<file path="src/hdl/frv_pkg.sv">
// Shared types and constants of the RV32 instruction front end
// Fetch, decode, the stage registers and the top level import this package
// Holds the reset address, the decoded opcodes and the packet layouts

package frv_pkg;

    // First fetch address after reset
    localparam logic [31:0] FRV_RESET_PC = 32'h0000_0000;

    // Major opcodes that the decoder understands
    localparam logic [6:0] FRV_OPC_OP     = 7'b0110011; // Register-register ALU
    localparam logic [6:0] FRV_OPC_OP_IMM = 7'b0010011; // Register-immediate ALU
    localparam logic [6:0] FRV_OPC_LOAD   = 7'b0000011; // Loads

    // R-type view of an instruction word
    typedef struct packed {
        logic [6:0] funct7;
        logic [4:0] rs2;
        logic [4:0] rs1;
        logic [2:0] funct3;
        logic [4:0] rd;
        logic [6:0] opcode;
    } frv_r_type_t;

    // I-type view, imm12 sits where funct7 and rs2 are in R-type
    typedef struct packed {
        logic [11:0] imm12;
        logic [4:0]  rs1;
        logic [2:0]  funct3;
        logic [4:0]  rd;
        logic [6:0]  opcode;
    } frv_i_type_t;

    // One instruction word, read either way
    typedef union packed {
        frv_r_type_t r;
        frv_i_type_t i;
    } frv_instr_u;

    // Operation class handed on by decode
    typedef enum logic [1:0] {
        OP      = 2'd0,
        OP_IMM  = 2'd1,
        LOAD    = 2'd2,
        ILLEGAL = 2'd3 // Any opcode outside the three groups
    } frv_op_class_e;

    // Packet from fetch into the fetch register
    typedef struct packed {
        logic [31:0] pc;    // Address the word was read from
        frv_instr_u  instr; // Raw word as returned by memory
    } frv_fetch_pkt_t;

    // Packet out of decode
    typedef struct packed {
        logic [31:0]   pc;
        frv_op_class_e op_class;
        logic [4:0]    rd;
        logic [4:0]    rs1;
        logic [4:0]    rs2;     // Zero unless OP
        logic [2:0]    funct3;
        logic [6:0]    funct7;  // Zero unless OP
        logic [31:0]   imm;     // Sign extended for OP_IMM and LOAD
        logic          illegal;
        logic [31:0]   instr;   // Raw word kept for later stages
    } frv_dec_pkt_t;

    // Register widths for the two stage register instances
    localparam int FRV_FETCH_W = $bits(frv_fetch_pkt_t);
    localparam int FRV_DEC_W   = $bits(frv_dec_pkt_t);

endpackage

</file>
<file path="src/hdl/frv_decode.sv">
// Combinational instruction decoder
// Sits between the fetch register and the decode register
// Handles OP, OP-IMM and LOAD, every other opcode comes out illegal
// Handshake passes straight through, decode never stalls on its own

module frv_decode import frv_pkg::*; (
    input  logic           i_valid, // Packet from the fetch register
    input  frv_fetch_pkt_t i_pkt,
    output logic           o_busy,  // Back to the fetch register

    output logic           o_valid, // Packet into the decode register
    output frv_dec_pkt_t   o_pkt,
    input  logic           i_busy
);

    frv_instr_u  instr;
    logic [31:0] imm_i; // I-type immediate, sign extended

    // Sign extend a 12-bit immediate to a full word
    function automatic logic [31:0] sext12(input logic [11:0] v);
        return {{20{v[11]}}, v};
    endfunction

    assign instr = i_pkt.instr;
    assign imm_i = sext12(instr.i.imm12);

    always_comb begin
        // Fields common to every format
        o_pkt          = '0;
        o_pkt.pc       = i_pkt.pc;
        o_pkt.instr    = instr;
        o_pkt.rd       = instr.r.rd;
        o_pkt.rs1      = instr.r.rs1;
        o_pkt.funct3   = instr.r.funct3;

        case (instr.r.opcode)
            FRV_OPC_OP: begin
                o_pkt.op_class = OP;
                o_pkt.rs2      = instr.r.rs2;    // Second source only in R-type
                o_pkt.funct7   = instr.r.funct7;
            end
            FRV_OPC_OP_IMM: begin
                o_pkt.op_class = OP_IMM;
                o_pkt.imm      = imm_i;
            end
            FRV_OPC_LOAD: begin
                o_pkt.op_class = LOAD;
                o_pkt.imm      = imm_i;          // Address offset
            end
            default: begin
                o_pkt.op_class = ILLEGAL;
                o_pkt.illegal  = 1'b1;           // imm, rs2 and funct7 stay zero
            end
        endcase
    end

    assign o_valid = i_valid;
    assign o_busy  = i_busy; // No state, so busy is the register's busy

endmodule

</file>
<file path="src/hdl/frv_fetch.sv">
// Fetch unit of the front end
// Issues one memory request at a time and turns each response into a packet
// The program counter steps by 4 when the packet is taken downstream
// A redirect reloads the counter and discards any response still in flight

module frv_fetch import frv_pkg::*; (
    input  logic           g_clk,
    input  logic           g_resetn,

    input  logic           i_redirect,    // One-cycle strobe
    input  logic [31:0]    i_redirect_pc, // New fetch address

    output logic           o_imem_req,    // One-cycle request pulse
    output logic [31:0]    o_imem_addr,
    input  logic           i_imem_ack,    // Response strobe
    input  logic [31:0]    i_imem_rdata,

    output logic           o_valid,       // Packet held for the fetch register
    output frv_fetch_pkt_t o_pkt,
    input  logic           i_busy
);

    logic [31:0] pc;          // Address of the word being fetched
    logic        outstanding; // Request out, response not yet seen
    logic        drop;        // Next response belongs to a cancelled stream
    logic        pkt_done;
    logic        slot_free;
    logic        rsp_keep;

    assign pkt_done    = o_valid && !i_busy; // Packet taken this cycle
    // Nothing held, in flight or being issued, so another request may go
    assign slot_free   = (!o_valid || pkt_done) && !outstanding && !o_imem_req;
    assign rsp_keep    = i_imem_ack && !drop && !i_redirect;
    assign o_imem_addr = pc; // Counter only moves when no request is pending

    always_ff @(posedge g_clk) begin
        if (!g_resetn) begin
            pc          <= FRV_RESET_PC;
            o_imem_req  <= 1'b0;
            outstanding <= 1'b0;
            drop        <= 1'b0;
            o_valid     <= 1'b0;
        end else begin
            o_imem_req <= slot_free; // Pulse, slot_free drops while it is high
            if (o_imem_req) begin
                outstanding <= 1'b1;
            end else if (i_imem_ack) begin
                outstanding <= 1'b0;
            end
            if (i_redirect) begin
                pc      <= i_redirect_pc;
                o_valid <= 1'b0; // Held packet is stale
                // Request leaving now or still unanswered must be discarded
                drop    <= o_imem_req || (outstanding && !i_imem_ack);
            end else begin
                if (i_imem_ack) begin
                    drop <= 1'b0;
                end
                if (pkt_done) begin
                    o_valid <= 1'b0;
                    pc      <= pc + 32'd4;
                end else if (rsp_keep) begin
                    o_valid <= 1'b1;
                end
            end
        end
    end

    // Packet payload, pc still holds the requested address here
    always_ff @(posedge g_clk) begin
        if (rsp_keep) begin
            o_pkt.pc    <= pc;
            o_pkt.instr <= i_imem_rdata;
        end
    end

    a_one_req : assert property (
        @(posedge g_clk) disable iff (!g_resetn) o_imem_req |-> !outstanding
    ) else $error("Memory request issued while one is outstanding");

    // Memory must answer only what was asked, at least a cycle later
    a_ack_req : assert property (
        @(posedge g_clk) disable iff (!g_resetn) i_imem_ack |-> outstanding
    ) else $error("Memory acknowledge without an outstanding request");

endmodule

</file>
<file path="src/hdl/frv_frontend.sv">
// Top level of the instruction front end
// Fetch feeds a stage register, decode sits between that and a second register
// The second register faces the outside and may be stalled by i_dec_busy
// i_redirect flushes both registers and restarts fetch at i_redirect_pc

module frv_frontend import frv_pkg::*; (
    input  logic         g_clk,
    input  logic         g_resetn,

    input  logic         i_redirect,
    input  logic [31:0]  i_redirect_pc,

    output logic         o_imem_req,
    output logic [31:0]  o_imem_addr,
    input  logic         i_imem_ack,
    input  logic [31:0]  i_imem_rdata,

    output logic         o_dec_valid,
    output frv_dec_pkt_t o_dec,
    input  logic         i_dec_busy
);

    logic           f_valid;  // Fetch to fetch register
    frv_fetch_pkt_t f_pkt;
    logic           f_busy;
    logic           fr_valid; // Fetch register to decode
    frv_fetch_pkt_t fr_pkt;
    logic           fr_busy;
    logic           d_valid;  // Decode to decode register
    frv_dec_pkt_t   d_pkt;
    logic           d_busy;

    frv_fetch u_fetch (
        .g_clk         (g_clk),
        .g_resetn      (g_resetn),
        .i_redirect    (i_redirect),
        .i_redirect_pc (i_redirect_pc),
        .o_imem_req    (o_imem_req),
        .o_imem_addr   (o_imem_addr),
        .i_imem_ack    (i_imem_ack),
        .i_imem_rdata  (i_imem_rdata),
        .o_valid       (f_valid),
        .o_pkt         (f_pkt),
        .i_busy        (f_busy)
    );

    frv_pipeline_register #(.RLEN(FRV_FETCH_W)) u_fetch_reg (
        .g_clk    (g_clk),
        .g_resetn (g_resetn),
        .i_data   (f_pkt),
        .i_valid  (f_valid),
        .o_busy   (f_busy),
        .i_flush  (i_redirect), // Stale fetches go on redirect
        .o_data   (fr_pkt),
        .o_valid  (fr_valid),
        .i_busy   (fr_busy)
    );

    frv_decode u_decode (
        .i_valid (fr_valid),
        .i_pkt   (fr_pkt),
        .o_busy  (fr_busy),
        .o_valid (d_valid),
        .o_pkt   (d_pkt),
        .i_busy  (d_busy)
    );

    frv_pipeline_register #(.RLEN(FRV_DEC_W)) u_dec_reg (
        .g_clk    (g_clk),
        .g_resetn (g_resetn),
        .i_data   (d_pkt),
        .i_valid  (d_valid),
        .o_busy   (d_busy),
        .i_flush  (i_redirect),
        .o_data   (o_dec),
        .o_valid  (o_dec_valid),
        .i_busy   (i_dec_busy)  // Outside stall
    );

endmodule

</file>
<file path="src/hdl/frv_pipeline_register.sv">
// Buffered stage register between two pipeline stages
// Valid/busy handshake on both sides, a packet moves when valid and not busy
// A one-entry skid buffer catches the packet that arrives while the output stalls
// i_flush empties the output and the skid buffer in one cycle

module frv_pipeline_register #(
    parameter int RLEN = 8 // Packet width in bits
) (
    input  logic            g_clk,
    input  logic            g_resetn,

    input  logic [RLEN-1:0] i_data,  // Packet from the stage in front
    input  logic            i_valid,
    output logic            o_busy,  // Tells the stage in front to hold

    input  logic            i_flush, // Drop everything held

    output logic [RLEN-1:0] o_data,  // Packet to the stage behind
    output logic            o_valid,
    input  logic            i_busy   // Stage behind cannot take o_data
);

    logic [RLEN-1:0] b_data; // Skid buffer payload
    logic            b_full; // Skid buffer holds a packet
    logic            in_fire;
    logic            out_free;

    assign o_busy   = b_full;              // Upstream waits while the buffer is occupied
    assign in_fire  = i_valid && !o_busy;  // Packet accepted from upstream
    assign out_free = !o_valid || !i_busy; // Output may be replaced this cycle

    // Control state
    always_ff @(posedge g_clk) begin
        if (!g_resetn) begin
            o_valid <= 1'b0;
            b_full  <= 1'b0;
        end else if (i_flush) begin
            o_valid <= 1'b0; // Anything in flight is discarded
            b_full  <= 1'b0;
        end else if (out_free) begin
            // Buffered packet goes first, in_fire is low while it is held
            o_valid <= b_full || in_fire;
            b_full  <= 1'b0; // Buffer drains now
        end else if (in_fire) begin
            // Output stalled and a new packet arrives
            b_full  <= 1'b1; // Stop upstream until the buffer drains
        end
    end

    // Payload registers
    always_ff @(posedge g_clk) begin
        if (out_free && b_full) begin
            o_data <= b_data;
        end else if (out_free && in_fire) begin
            o_data <= i_data;   // Straight through when nothing is waiting
        end
        if (!out_free && in_fire) begin
            b_data <= i_data;   // Catch the packet that the output cannot take
        end
    end

    // Stalled output must not move
    property p_out_hold;
        @(posedge g_clk) disable iff (!g_resetn)
        o_valid && i_busy && !i_flush |=> o_valid && $stable(o_data);
    endproperty

    a_out_hold : assert property (p_out_hold)
        else $error("Stage output changed while stalled");

    // A parked packet always sits behind a valid output
    a_busy_full : assert property (
        @(posedge g_clk) disable iff (!g_resetn) o_busy |-> o_valid
    ) else $error("Busy raised behind an empty output");

endmodule

</file>
<file path="config.mk">
export PLATFORM = sky130hd
export DESIGN_NAME = frv_frontend
export DESIGN_NICKNAME = d
export VERILOG_FILES = /design/src/hdl/frv_pkg.sv /design/src/hdl/frv_decode.sv /design/src/hdl/frv_fetch.sv /design/src/hdl/frv_frontend.sv /design/src/hdl/frv_pipeline_register.sv
export SDC_FILE = /design/constraint.sdc
export NUM_CORES = 1
export LEC_CHECK = 0
export ABC_CLOCK_PERIOD_IN_PS = 20300
export BUFFER_PORTS_ARGS = -buffer_cell sky130_fd_sc_hd__buf_2
export CORE_ASPECT_RATIO = 0.7
export CORE_MARGIN = 8
export CORE_UTILIZATION = 40
export CTS_BUF_LIST = sky130_fd_sc_hd__clkbuf_8 sky130_fd_sc_hd__clkbuf_16
export DETAILED_ROUTE_END_ITERATION = 8
export SLEW_MARGIN = 20
export SYNTH_ARGS = -nofsm -noshare
export SYNTH_HDL_FRONTEND = slang
export SYNTH_SLANG_ARGS = --single-unit
</file>
<file path="constraint.sdc">
create_clock -name g_clk -period 20.3 [get_ports g_clk]
set_input_delay 3.045 -clock g_clk [delete_from_list [all_inputs] [get_ports g_clk]]
set_output_delay 3.045 -clock g_clk [all_outputs]
set_load 0.02 [all_outputs]
</file>
; After elaboration in Yosys (flattened, before gate mapping)
; Cells that the tools add are included.
[totals]
ram_bits = 0
latch_bits = 0
mem_bits_ro = 0
out_inout_bits = 158
mem_count = 0
word_cells = 77
regBits = 480
[op_classes]
shifts = 0
order_cmp = 0
mux = 14
multipliers = 0
add_sub_neg = 1
div_mod_pow = 0
n_eq_ne = 3
bitwise_logic = 1
n_reduce_logical = 43
[op_table]
columns = op, count
row1 = 124-bit 2-to-1 mux, 2
row2 = 64-bit 2-to-1 mux, 2
row3 = 32-bit 2-to-1 mux, 3
row4 = 32-bit by 3-bit adder with 32-bit output (second input constant), 1
row5 = 1-bit logical AND, 13
row6 = 1-bit logical NOT, 13
row7 = 3-bit OR reduction, 4
row8 = 2-bit nonzero test, 5
row9 = 7-bit by 2-bit == test with 1-bit output (second input constant), 1
row10 = 7-bit by 5-bit == test with 1-bit output (second input constant), 1
row11 = 7-bit by 6-bit == test with 1-bit output (second input constant), 1
row12 = 7-bit 2-to-1 mux, 1
row13 = 1-bit logical OR, 6
row14 = 2-bit one-hot mux with 3 select lines, 1
row15 = 5-bit 2-to-1 mux, 1
row16 = 1-bit 2-to-1 mux, 4
row17 = 2-bit OR reduction, 2
row18 = 1-bit NOT, 1

; Longest topological paths before layout
; Gate-level depths: netlist (run 1).
[logic_depth]
depth_word = 5
ltp_mapped = 7
depth_no_buf = 6

; Modules after synthesis
; Synthesis (run 1) repeated with hierarchy kept, for this count alone.
[unflattened]
hier_cells = 1046
hier_area_um2 = 19165.9
[by_module_without_submodules]
columns = module, cells_per_inst, area_per_inst_um2, n_inst
row1 = frv_pipeline_register at u_dec_reg, 395, 9036.2, 1
row2 = frv_pipeline_register at u_fetch_reg, 209, 5017.3, 1
row3 = frv_fetch, 303, 3972.6, 1
row4 = frv_decode, 139, 1139.8, 1

; Worst setup path after synthesis (run 1)
; No wires, ideal clock.
[synth_timing]
kind = in2reg
startpoint = input port i_dec_busy
endpoint = register u_dec_reg.b_data[0], enable pin
path_buffers = 0
required_ps = 19629
setup_ps = 671
arrival_ps = 9822
slack_ps = 9807
cell_stages = 2
cell_sequence = nand2_1 nor3b_1
[synth_via]
elab_chain_cells = 4
[synth_lines]
columns = item, line_no
row1 = start: declaration, frv_frontend.sv:20  ; input logic i_dec_busy
row2 = 1-bit logical NOT, frv_pipeline_register.sv:30  ; assign out_free = !o_valid || !i_busy;
row3 = 1-bit logical OR, frv_pipeline_register.sv:30
row4 = 1-bit logical NOT, frv_pipeline_register.sv:57  ; if (!out_free && in_fire) begin
row5 = 1-bit logical AND, frv_pipeline_register.sv:57
row6 = end signal: assignment, frv_pipeline_register.sv:58  ; b_data <= i_data;
row7 = end: declaration, frv_pipeline_register.sv:23  ; logic [RLEN-1:0] b_data;
; No other way between the ends.
; A chain may end at the register's enable or synchronous reset.

; Worst setup path after layout (run 1)
[layout_timing]
startpoint = input port i_dec_busy
endpoint = register u_dec_reg.o_data[75] (data pin)
[layout_via]
elab_chain_cells = 4
[layout_lines]
columns = item, line_no
row1 = 1-bit logical NOT, frv_pipeline_register.sv:30
row2 = 1-bit logical OR, frv_pipeline_register.sv:30
row3 = 1-bit logical AND, frv_pipeline_register.sv:52  ; if (out_free && b_full) begin
row4 = 124-bit 2-to-1 mux, frv_pipeline_register.sv:52
row5 = end signal: assignment, frv_pipeline_register.sv:53  ; o_data <= b_data;
row6 = end signal: assignment, frv_pipeline_register.sv:55  ; o_data <= i_data;
row7 = end: declaration, frv_pipeline_register.sv:18  ; output logic [RLEN-1:0] o_data,
; No other way between the ends.

==> reports/metrics.sh, run 1 <==
STATUS='completed'
HOLD_PATH.CLASS='reg2reg'
SWITCH_PWR_uW=351
RR_STARTPOINT='u_fetch_reg.o_busy'
PLACEMENTROWS=60
PLACEDCELLCOUNT=1687
CRITPATHTOPFAMILY='buffers and inverters'
CRIT_PATH_MAX_INCR_DELAY_NS=0.60
NETLIST_TOP_CELLS_COUNT='edfxtp_1 (374), nand2_1 (214), mux2_2 (89)'
POWER.SHARE.SWITCHING=0.201
R2R.WORST_PATH.CELLS=3
PORT_BUFFERS=226
SYNTHDISTINCTLIBCELLS=40
NUMBER_OF_FLOPS_MAPPED_TO_ENABLE_CELLS_BY_YOSYS=374
FINALHOLDWORSTSLACK_NS=0.428
CTS_MADE_BUFFERS=42
TOTALNEGATIVESETUPSLACK_NS=0
TIMING.CRITICAL_PATH.ARRIVAL_NS=4.84
SYNTH-SEQ-AREA-SHARE=0.776
HOLD-PATH-CELL-COUNT=1
CRIT_FANOUT=51
GRT.TOTAL_USAGE=0.146
REMAINING_DRC_ERRORS=0
COREAREA_SQ_UM=38400
NETLIST_AREA_BEFORE_PLACEMENT_SQ_UM=15500
FINAL_MAX_SLEW_VIOL_COUNT=0
CRITICALPATHCATEGORY='in2reg'
FINAL_PERIOD_MINUS_WORST_SETUP_SLACK_NS=4.56
GRT_START_MAX_NET_PINS=65
ROUTED_WL_UM=33600
SYNTH.TOP_CELLS.BY_AREA='edfxtp_1 (72%), mux2_2 (6.5%), nand2_1 (5.2%), dfxtp_1 (5.2%), buf_4 (1.6%)'
SETUP_WS_NS=15.74
SYNTHDOMINANTCELLAREASHARE=0.724
FINALCLOCKSKEW_NS=0.0136
ANTENNADIODECOUNT=0
CTS_HTREE_LEVELS=2
DIE-WIDTH_UM=251
DR.FIRST_ITER.DRC_COUNT=495
ANTENNA_LEFT=0
TIMING.CRITICAL_PATH.REQUIRED_NS=20.58
FRACTION_OF_LAYOUT_CELLS_WITH_A_SIZE_SUFFIX_ABOVE_1=0.320
GRT_PASS1_WL_UM=52300
SYNTH_AREA_LEADER_CELL='edfxtp_1'
MAX_FREQ_MHz=219
TOTAL_VIAS_IN_THE_FINAL_ROUTE=8399
POWER.TOTAL_mW=1.75
CTS.SINK_COUNT=414
MOST_COMMON_CELL_IN_THE_SYNTHESIZED_NETLIST='edfxtp_1'
CP_SLOWEST_CELL='buf_4'
POWER.STATIC_LEAKAGE_nW=6.98
COMBPWRFRAC=0.027
SYNTH_WARNINGS=0
DRT_FIRST_PASS_ITERS=5
PLACE_CONGESTION=0.767
CLK_ROOT_BUFFER_CELL='clkbuf_16'
CP.BUFFERS_INVERTERS=2
CRIT_PATH_START_KIND='input port'
CTS_TREE='done'
DIE_AREA_SQ_UM=45400
FINAL_AREA_SQ_UM=18400
R2R-END='u_fetch_reg.b_data[9]'
POSTLAYOUTCOREUTIL=0.480
NUM_IO_PINS=227
IR_DROP_V=0.0000522
REG2REG_SLACK_NS=17.56
RSZ0062_AT_GRT='false'
DETAILED_PLACE_HPWL_UM=21200
CHIPHEIGHT_UM=181
FINAL-INSTANCE-COUNT-EXCL-FILL=1763
CTS_REPAIR_RESIZE_COUNT=0
SYNTHESIS.NETS=1060
CLK_PATH_BUF_DEPTH=3
SYNTH_SEQ_CELLS=414
MIN_FROM='u_fetch.outstanding'
POST-CTS-SETUP-BUFFERS=0
HOLD_VIOLATION_COUNT_IN_THE_FINAL_REPORT=0
INTPOWER_mW=1.40
TIMING.FINAL.SETUP_VIOLATIONS=0
CP_CELL_SEQUENCE='buf_2, nand2_1, nand2_4, buf_4, mux2_2'
HOLD_END='u_fetch.o_imem_req'
CLOCK_POWER_SHARE=0.429
AVGROUTEDWIREPERCELL_UM=19.1
DRV.MAX_CAP_VIOLATION_COUNT=0
CLK_PIN_SLEW_NS=0.06
POWER.SHARE.SEQUENTIAL=0.544
ANTENNA_FOUND_INITIAL=0
FIN_CRIT_SH=0.225
POWER_DENSITY_nW_PER_UM2=94.9
SHARE_OF_SYNTHESIZED_REGISTERS_CARRYING_AN_ASYNC_SET_OR_RESET=0
FINAL_NETS=1274
DPL-INSTANCE-AREA_SQ_UM=17100
MAX_SLEW_MARGIN=0.310
MAX_SLEW.WORST_PIN.SLEW_NS=1.04
PER_INSTANCE_AVERAGE_AREA_AFTER_SYNTHESIS_SQ_UM=15.7
AREA_GROWTH_PCT=18.8
VIAS_IN_THE_FIRST_GLOBAL_ROUTE=8723
VIASPERCELL=4.76
DP_SLACK_NS=15.14
DOMINANTREGCELLSYNTH='edfxtp_1'
CRIT_PATH_END_KIND='register'
SYNTH_CELLS=990
INSERTION_DELAY_TO_THE_LATER_SINK_OF_THE_WORST_SKEW_PAIR_NS=0.53
OVERFLOW=0
NUMBER_OF_BUFFERS_INSERTED_BY_HOLD_REPAIR_AT_CTS=0
INITIAL_UTILIZATION=0.404
==> power by group through the flow <==
stage	clock network (mW)	logic [mW]	registers, mW
finish	0.751	0.0468	0.951
global route	0.805	0.0516	0.952
CTS	0.775	0.0479	0.951
detailed placement	0	0.0476	0.969
global placement	0	0.0469	0.968
floorplan	0	0.0206	0.972
==> metal layers <==
metal  routed length, um  GRT usage
met1               14900      0.189
met2               16300      0.245
met3                1900     0.0386
met4                 493     0.0339
met5                   0          0
==> worst max-delay path by stage <==
stage / slack [ns] / startpoint / cells after the start / end
global route: 15.62 / i_dec_busy / 5 / u_dec_reg.o_data[34]
detailed placement: 15.14 / i_dec_busy / 5 / u_dec_reg.o_data[75]
floorplan: 9.81 / i_dec_busy / 2 / u_dec_reg.b_data[0]
global placement: 15.19 / i_dec_busy / 5 / u_dec_reg.o_data[34]
finish: 15.74 / i_dec_busy / 5 / u_dec_reg.o_data[75]
CTS: 15.72 / i_dec_busy / 5 / u_dec_reg.o_data[75]
==> registers in the layout (all words and copies together), names as in the netlist <==
signal	flops
u_fetch_reg.b_data	64
u_dec_reg.o_valid	1
u_fetch.outstanding	1
u_fetch_reg.o_data	64
u_fetch.drop	1
u_fetch.o_imem_req	1
u_dec_reg.o_data	91
u_dec_reg.b_data	91
u_dec_reg.o_busy	1
u_fetch.o_valid	1
u_fetch.o_pkt	64
u_fetch.o_imem_addr	32
u_fetch_reg.o_busy	1
u_fetch_reg.o_valid	1
==> cell families (layout without fill, tap and decap cells) <==
logic type | count (synthesis) | in the layout | synth area share
flip-flops | 414 | 414 | 0.776
buffers and inverters | 74 | 320 | 0.0261
multiplexers | 96 | 96 | 0.0691
XOR/XNOR | 29 | 29 | 0.0164
AO/OA/AOI/OAI | 57 | 57 | 0.0203
AND/OR/NAND/NOR | 319 | 319 | 0.0916
adder cells (fa/ha/maj) | 1 | 1 | 0.000807
==> cells in the final DEF, fill, tap and decap left out, types with 20 or more instances in the layout <==
| cell | synthesis | layout |
|---|---|---|
| clkbuf_16 | 0 | 43 |
| nand2_1 | 214 | 213 |
| buf_2 | 2 | 226 |
| and2_1 | 26 | 24 |
| edfxtp_1 | 374 | 374 |
| mux2_2 | 89 | 89 |
| dfxtp_1 | 40 | 40 |
| nor2_1 | 23 | 22 |
| a21oi_1 | 28 | 26 |
| o21ai_0 | 20 | 20 |
==> final cells by class <==
type	instances	area, sq um
Clock buffer	48	1140
Clock inverter	28	205
Fill cell	3344	19900
Inverter	6	22.5
Multi-Input combinational cell	502	3130
Sequential cell	414	12000
Tap cell	527	659
Timing Repair Buffer	238	1220
(Power assumes the default switching activity.)
==> run 2: changes to the inputs <==
--- a/config.mk
+++ b/config.mk
@@ -5,7 +5,7 @@
 export SDC_FILE = /design/constraint.sdc
 export NUM_CORES = 1
 export LEC_CHECK = 0
-export ABC_CLOCK_PERIOD_IN_PS = 20300
+export ABC_CLOCK_PERIOD_IN_PS = 4300
 export BUFFER_PORTS_ARGS = -buffer_cell sky130_fd_sc_hd__buf_2
 export CORE_ASPECT_RATIO = 0.7
 export CORE_MARGIN = 8
==> constraint.sdc (replaced) <==
create_clock -name g_clk -period 4.3 [get_ports g_clk]
set_input_delay 0.645 -clock g_clk [delete_from_list [all_inputs] [get_ports g_clk]]
set_output_delay 0.645 -clock g_clk [all_outputs]
set_load 0.02 [all_outputs]
==> reports/metrics.sh, run 2 (synthesized netlist as in run 1, its figures left out) <==
STATUS='completed'
CRIT_PATH_START_KIND='register'
DP_SLACK_NS=1.78
PLACE_CONGESTION=0.773
CTS_TREE='done'
FINALCLOCKSKEW_NS=0.00783
LAYOUT.CELLS.MOST_COMMON='edfxtp_1'
DIE-WIDTH_UM=251
POST-CTS-SETUP-BUFFERS=0
FINALHOLDWORSTSLACK_NS=0.291
INSERTION_DELAY_TO_THE_LATER_SINK_OF_THE_WORST_SKEW_PAIR_NS=0.53
ANTENNA_FOUND_INITIAL=0
GLOBAL_ROUTE.PEAK_USAGE_LAYER='met2'
DIE_AREA_SQ_UM=45400
CTS_HTREE_LEVELS=2
POWER_DENSITY_nW_PER_UM2=449
ROUTED_WL_UM=33500
VIASPERCELL=4.74
POWER.STATIC_LEAKAGE_nW=6.99
R2R-END='u_dec_reg.o_data[32]'
MULTI_INPUT_AREA_SQ_UM=3140
TOTAL_VIAS_IN_THE_FINAL_ROUTE=8377
TIMING.CRITICAL_PATH.REQUIRED_NS=4.59
TIMING.FINAL.SETUP_VIOLATIONS=0
RR_STARTPOINT='u_fetch_reg.o_data[6]'
CLK_PIN_SLEW_NS=0.07
CTS.SINK_COUNT=414
CTS_REPAIR_RESIZE_COUNT=0
GRTUSAGEMET3=0.0333
POWER.TOTAL_mW=8.31
ANTENNADIODECOUNT=0
CRIT_PATH_MAX_INCR_DELAY_NS=0.84
PLACEMENTROWS=60
FINAL_PERIOD_MINUS_WORST_SETUP_SLACK_NS=2.48
CP_CELL_SEQUENCE='nor4_1, and2b_1, a21oi_1, mux2_2'
VIAS_IN_THE_FIRST_GLOBAL_ROUTE=8609
CP.BUFFERS_INVERTERS=0
CLK_ROOT_BUFFER_CELL='clkbuf_16'
DRT_FIRST_PASS_ITERS=4
AVGROUTEDWIREPERCELL_UM=19.0
REG2REG_SLACK_NS=1.82
DPL-INSTANCE-AREA_SQ_UM=17100
FINAL_NETS=1276
LAYOUT.CELLS.MOST_COMMON_LIST='edfxtp_1 (374), buf_2 (226), nand2_1 (213)'
CP_SLOWEST_CELL='nor4_1'
IR_DROP_V=0.000289
COREAREA_SQ_UM=38400
CLK_PATH_BUF_DEPTH=3
NUM_IO_PINS=227
MAX_SLEW_MARGIN=0.301
OVERFLOW=0
SETUP_WS_NS=1.82
DR.FIRST_ITER.DRC_COUNT=627
MAX_SLEW.WORST_PIN.SLEW_NS=1.05
FINAL-SEQ-AREA_SQ_UM=12000
CRIT_FANOUT=13
HOLD-PATH-CELL-COUNT=1
MAX_FREQ_MHz=404
CTS_MADE_BUFFERS=42
GRT.TOTAL_USAGE=0.146
FRACTION_OF_LAYOUT_CELLS_WITH_A_SIZE_SUFFIX_ABOVE_1=0.323
FIN_CRIT_SH=0.576
TOTALNEGATIVESETUPSLACK_NS=0
ANTENNA_LEFT=0
HOLD_END='u_fetch.o_pkt[15]'
INITIAL_UTILIZATION=0.404
NUM-FILL-CELLS=3325
DETAILED_PLACE_HPWL_UM=21400
LEADING_REGISTERS_BY_FLOP_COUNT='u_dec_reg.b_data x91, u_dec_reg.o_data x91'
MET2_TRACK_DEMAND_OVER_RESOURCE=0.231
FINAL_MAX_SLEW_VIOL_COUNT=0
CHIPHEIGHT_UM=181
HOLD_VIOLATION_COUNT_IN_THE_FINAL_REPORT=0
REMAINING_DRC_ERRORS=0
AREA_GROWTH_PCT=19.3
CRITPATHTOPFAMILY='simple AND/OR/NAND/NOR gates'
CRIT_PATH_END_KIND='register'
GRT_START_MAX_NET_PINS=75
PORT_BUFFERS=226
GRTUSAGEMET1=0.201
R2R.WORST_PATH.CELLS=4
TIMING.CRITICAL_PATH.ARRIVAL_NS=2.77
MIN_FROM='i_imem_rdata[15]'
HOLD_PATH.CLASS='in2reg'
FINAL_AREA_SQ_UM=18500
NUMBER_OF_BUFFERS_INSERTED_BY_HOLD_REPAIR_AT_CTS=0
RSZ0062_AT_GRT='false'
DRV.MAX_CAP_VIOLATION_COUNT=0
CRITICALPATHCATEGORY='reg2reg'
GRT_PASS1_WL_UM=51900
run 2: changes by cell type in the layout (fill, tap and decap cells not counted), sizes merged:
cell	before	now
bufinv	3	4
clkinv	12	19
clkinvlp	1	2
inv	18	13
clkbuf	48	45
buf	238	240
run 2: final cells by class:
type / instances / area share
Sequential cell: 414 / 0.650
Inverter: 6 / 0.00122
Tap cell: 527 / 0.0356
Timing Repair Buffer: 240 / 0.0692
Multi-Input combinational cell: 502 / 0.170
Clock buffer: 45 / 0.0609
Clock inverter: 32 / 0.0131
run 2: per-stage QoR:
stage / std cells / util
2_1_floorplan: 990 / -
3_3_place_gp: 1688 / 0.446
3_5_place_dp: 1688 / 0.446
4_1_cts: 1765 / 0.482
5_1_grt: 1766 / 0.482
6_report: 1766 / 0.482
run 2: worst register-to-register path, cell delays in order (launching register included):
cell and delay, ns:
edfxtp_1 0.41, nor4_1 0.84, and2b_1 0.58, a21oi_1 0.11
mux2_2 0.30
run 2: metal layers:
metal  wire [um]  vias up
met5           0        -
met3        1760       50
met2       15600      186
met1       15500     4125
met4         648        0
li1            -     4016
run 2: worst max-delay path by stage:
stage                           from               endpoint  slack (ns)  cells past startpoint
6_report       u_fetch_reg.o_data[6]   u_dec_reg.o_data[32]        1.82                      4
5_1_grt        u_fetch_reg.o_data[6]   u_dec_reg.o_data[32]        1.60                      4
4_1_cts        u_fetch_reg.o_data[6]   u_dec_reg.o_data[32]        1.81                      4
3_5_place_dp   u_fetch_reg.o_data[6]   u_dec_reg.o_data[32]        1.78                      4
3_3_place_gp              i_dec_busy   u_dec_reg.o_data[68]        1.81                      4
2_1_floorplan        u_fetch.o_valid  u_fetch_reg.o_data[0]        0.20                      2
run 2: where the power goes:
part	leakage, nW	switching, mW	internal (mW)
combinational	2.46	0.134	0.0898
clock	0.705	1.48	2.12
sequential	3.82	0.0579	4.43
total	6.99	1.67	6.64
==> run 3: changes to the inputs <==
--- a/config.mk
+++ b/config.mk
@@ -5,7 +5,7 @@
 export SDC_FILE = /design/constraint.sdc
 export NUM_CORES = 1
 export LEC_CHECK = 0
-export ABC_CLOCK_PERIOD_IN_PS = 4300
+export ABC_CLOCK_PERIOD_IN_PS = 2460
 export BUFFER_PORTS_ARGS = -buffer_cell sky130_fd_sc_hd__buf_2
 export CORE_ASPECT_RATIO = 0.7
 export CORE_MARGIN = 8
==> constraint.sdc (replaced) <==
create_clock -name g_clk -period 2.46 [get_ports g_clk]
set_input_delay 0.369 -clock g_clk [delete_from_list [all_inputs] [get_ports g_clk]]
set_output_delay 0.369 -clock g_clk [all_outputs]
set_load 0.02 [all_outputs]
==> reports/metrics.sh, run 3 (synthesized netlist as in run 1, its figures left out) <==
R2R.WORST_PATH.CELLS=6
MAX_SLEW_MARGIN=0.503
NUM-FILL-CELLS=3323
CRIT_FANOUT=6
HOLD_PATH.CLASS='in2reg'
ROUTED_WL_UM=33700
TIMING.CRITICAL_PATH.REQUIRED_NS=2.91
POST-CTS-SETUP-BUFFERS=0
LEADING_REGISTERS_BY_FLOP_COUNT='u_dec_reg.b_data x91, u_dec_reg.o_data x91'
DR.MAX_LAYER_USED='met4'
TIMING.CRITICAL_PATH.ARRIVAL_NS=2.62
TOTALNEGATIVESETUPSLACK_NS=0
REMAINING_DRC_ERRORS=0
IR_DROP_V=0.000482
DIE-WIDTH_UM=251
MIN_FROM='i_imem_rdata[28]'
CTS_REPAIR_RESIZE_COUNT=0
POWER.TOTAL_mW=14.2
HOLD-PATH-CELL-COUNT=1
COREAREA_SQ_UM=38400
DRV.MAX_CAP_VIOLATION_COUNT=0
NUMBER_OF_BUFFERS_INSERTED_BY_HOLD_REPAIR_AT_CTS=15
CRIT_PATH_END_KIND='register'
ANTENNA_FOUND_INITIAL=1
LAYOUT.CELLS.MOST_COMMON='edfxtp_1'
TOTAL_VIAS_IN_THE_FINAL_ROUTE=8559
CLK_PATH_BUF_DEPTH=3
RSZ0062_AT_GRT='false'
FINAL_PERIOD_MINUS_WORST_SETUP_SLACK_NS=2.17
PORT_BUFFERS=226
GRT_PASS1_WL_UM=52400
HOLD_VIOLATION_COUNT_IN_THE_FINAL_REPORT=0
DR.FIRST_ITER.DRC_COUNT=457
MAX_FREQ_MHz=462
PLACEMENTROWS=60
OVERFLOW=0
HOLD_END='u_fetch.o_pkt[28]'
FINALHOLDWORSTSLACK_NS=0.0301
DIE_AREA_SQ_UM=45400
CTS_MADE_BUFFERS=42
INITIAL_UTILIZATION=0.404
GRT.TOTAL_USAGE=0.146
INSERTION_DELAY_TO_THE_LATER_SINK_OF_THE_WORST_SKEW_PAIR_NS=0.54
ANTENNADIODECOUNT=0
VIASPERCELL=4.76
STATUS='completed'
DPL-INSTANCE-AREA_SQ_UM=17300
CRIT_PATH_START_KIND='register'
SETUP_WS_NS=0.293
ANTENNA_LEFT=0
PLACE_CONGESTION=0.809
CRITICALPATHCATEGORY='reg2reg'
MAX_SLEW.WORST_PIN.SLEW_NS=0.738
FINALCLOCKSKEW_NS=0.0218
FINAL_NETS=1309
FIN_CRIT_SH=0.881
FINAL_MAX_SLEW_VIOL_COUNT=0
LAYOUT.CELLS.MOST_COMMON_LIST='edfxtp_1 (374), buf_2 (226), nand2_1 (212)'
WIRELENGTH_MET1_UM=15100
WL_MET2_UM=16100
WL_MET3_UM=1810
CLK_ROOT_BUFFER_CELL='clkbuf_16'
FINAL_AREA_SQ_UM=18800
VIAS_IN_THE_FIRST_GLOBAL_ROUTE=8833
DRT_FIRST_PASS_ITERS=4
CTS_TREE='done'
CTS_HTREE_LEVELS=2
AVGROUTEDWIREPERCELL_UM=18.7
NUM_IO_PINS=227
CHIPHEIGHT_UM=181
REG2REG_SLACK_NS=0.29
DETAILED_PLACE_HPWL_UM=22100
R2R-END='u_fetch.o_imem_addr[12]'
POWER.STATIC_LEAKAGE_nW=7.12
CLK_PIN_SLEW_NS=0.06
AREA_GROWTH_PCT=21.0
POWER_DENSITY_nW_PER_UM2=759
TIMING.FINAL.SETUP_VIOLATIONS=0
GRT_START_MAX_NET_PINS=54
DP_SLACK_NS=0.347
RR_STARTPOINT='u_fetch.o_imem_addr[3]'
FRACTION_OF_LAYOUT_CELLS_WITH_A_SIZE_SUFFIX_ABOVE_1=0.327
CTS.SINK_COUNT=414
## run 3: changes by cell type in the layout (fill, tap and decap cells not counted), sizes merged
cell and change:
buf +18, dlygate4sd3 +15, inv +3, bufinv -2, clkbuf -2, clkinv +2, clkinvlp -1
## run 3: worst max-delay path by stage
stage | slack, ns | to | depth (start not counted) | from
2_1_floorplan | -0.77 | u_dec_reg.b_data[0] | 2 | u_dec_reg.o_valid
3_5_place_dp | 0.35 | u_fetch.o_imem_addr[25] | 6 | u_fetch.o_imem_addr[12]
3_3_place_gp | 0.41 | u_fetch.o_imem_addr[16] | 6 | u_fetch.o_imem_addr[2]
5_1_grt | 0.13 | u_fetch.o_imem_addr[16] | 6 | u_fetch.o_imem_addr[2]
6_report | 0.29 | u_fetch.o_imem_addr[12] | 6 | u_fetch.o_imem_addr[3]
4_1_cts | 0.33 | u_fetch.o_imem_addr[25] | 6 | u_fetch.o_imem_addr[12]
## run 3: critical path, cell delays in order, from the launching register on
cell and delay, ns:
dfxtp_1 0.43, ha_1 0.24, nand3b_1 0.27, nor4_1 0.65, nand2_1 0.14, xor2_1 0.17
a21oi_1 0.18
## run 3: per-stage QoR
step | instances | utilization
6_report | 1799 | 0.489
3_3_place_gp | 1707 | 0.452
4_1_cts | 1799 | 0.489
2_1_floorplan | 990 | -
3_5_place_dp | 1707 | 0.452
5_1_grt | 1799 | 0.489
## run 3: routing by layer
metal  track usage  vias up
met4        0.0374        0
met1         0.195     4193
li1              -     4073
met2         0.242      236
met3        0.0320       57
met5             0        -
## run 3: layout make-up
class	count	area [sq um]	area share
Clock buffer	43	1080	0.0573
Clock inverter	34	220	0.0117
Inverter	6	22.5	0.00120
Multi-Input combinational cell	502	3150	0.168
Sequential cell	414	12000	0.641
Tap cell	527	659	0.0351
Timing Repair Buffer	273	1610	0.0857
## run 3: report_power, final
part,switching [mW],total [mW],internal [mW],leakage [nW]
Combinational,0.245,0.424,0.179,2.63
Sequential,0.0973,7.84,7.74,3.82
Clock,2.59,5.98,3.40,0.670
Total,2.93,14.2,11.3,7.12
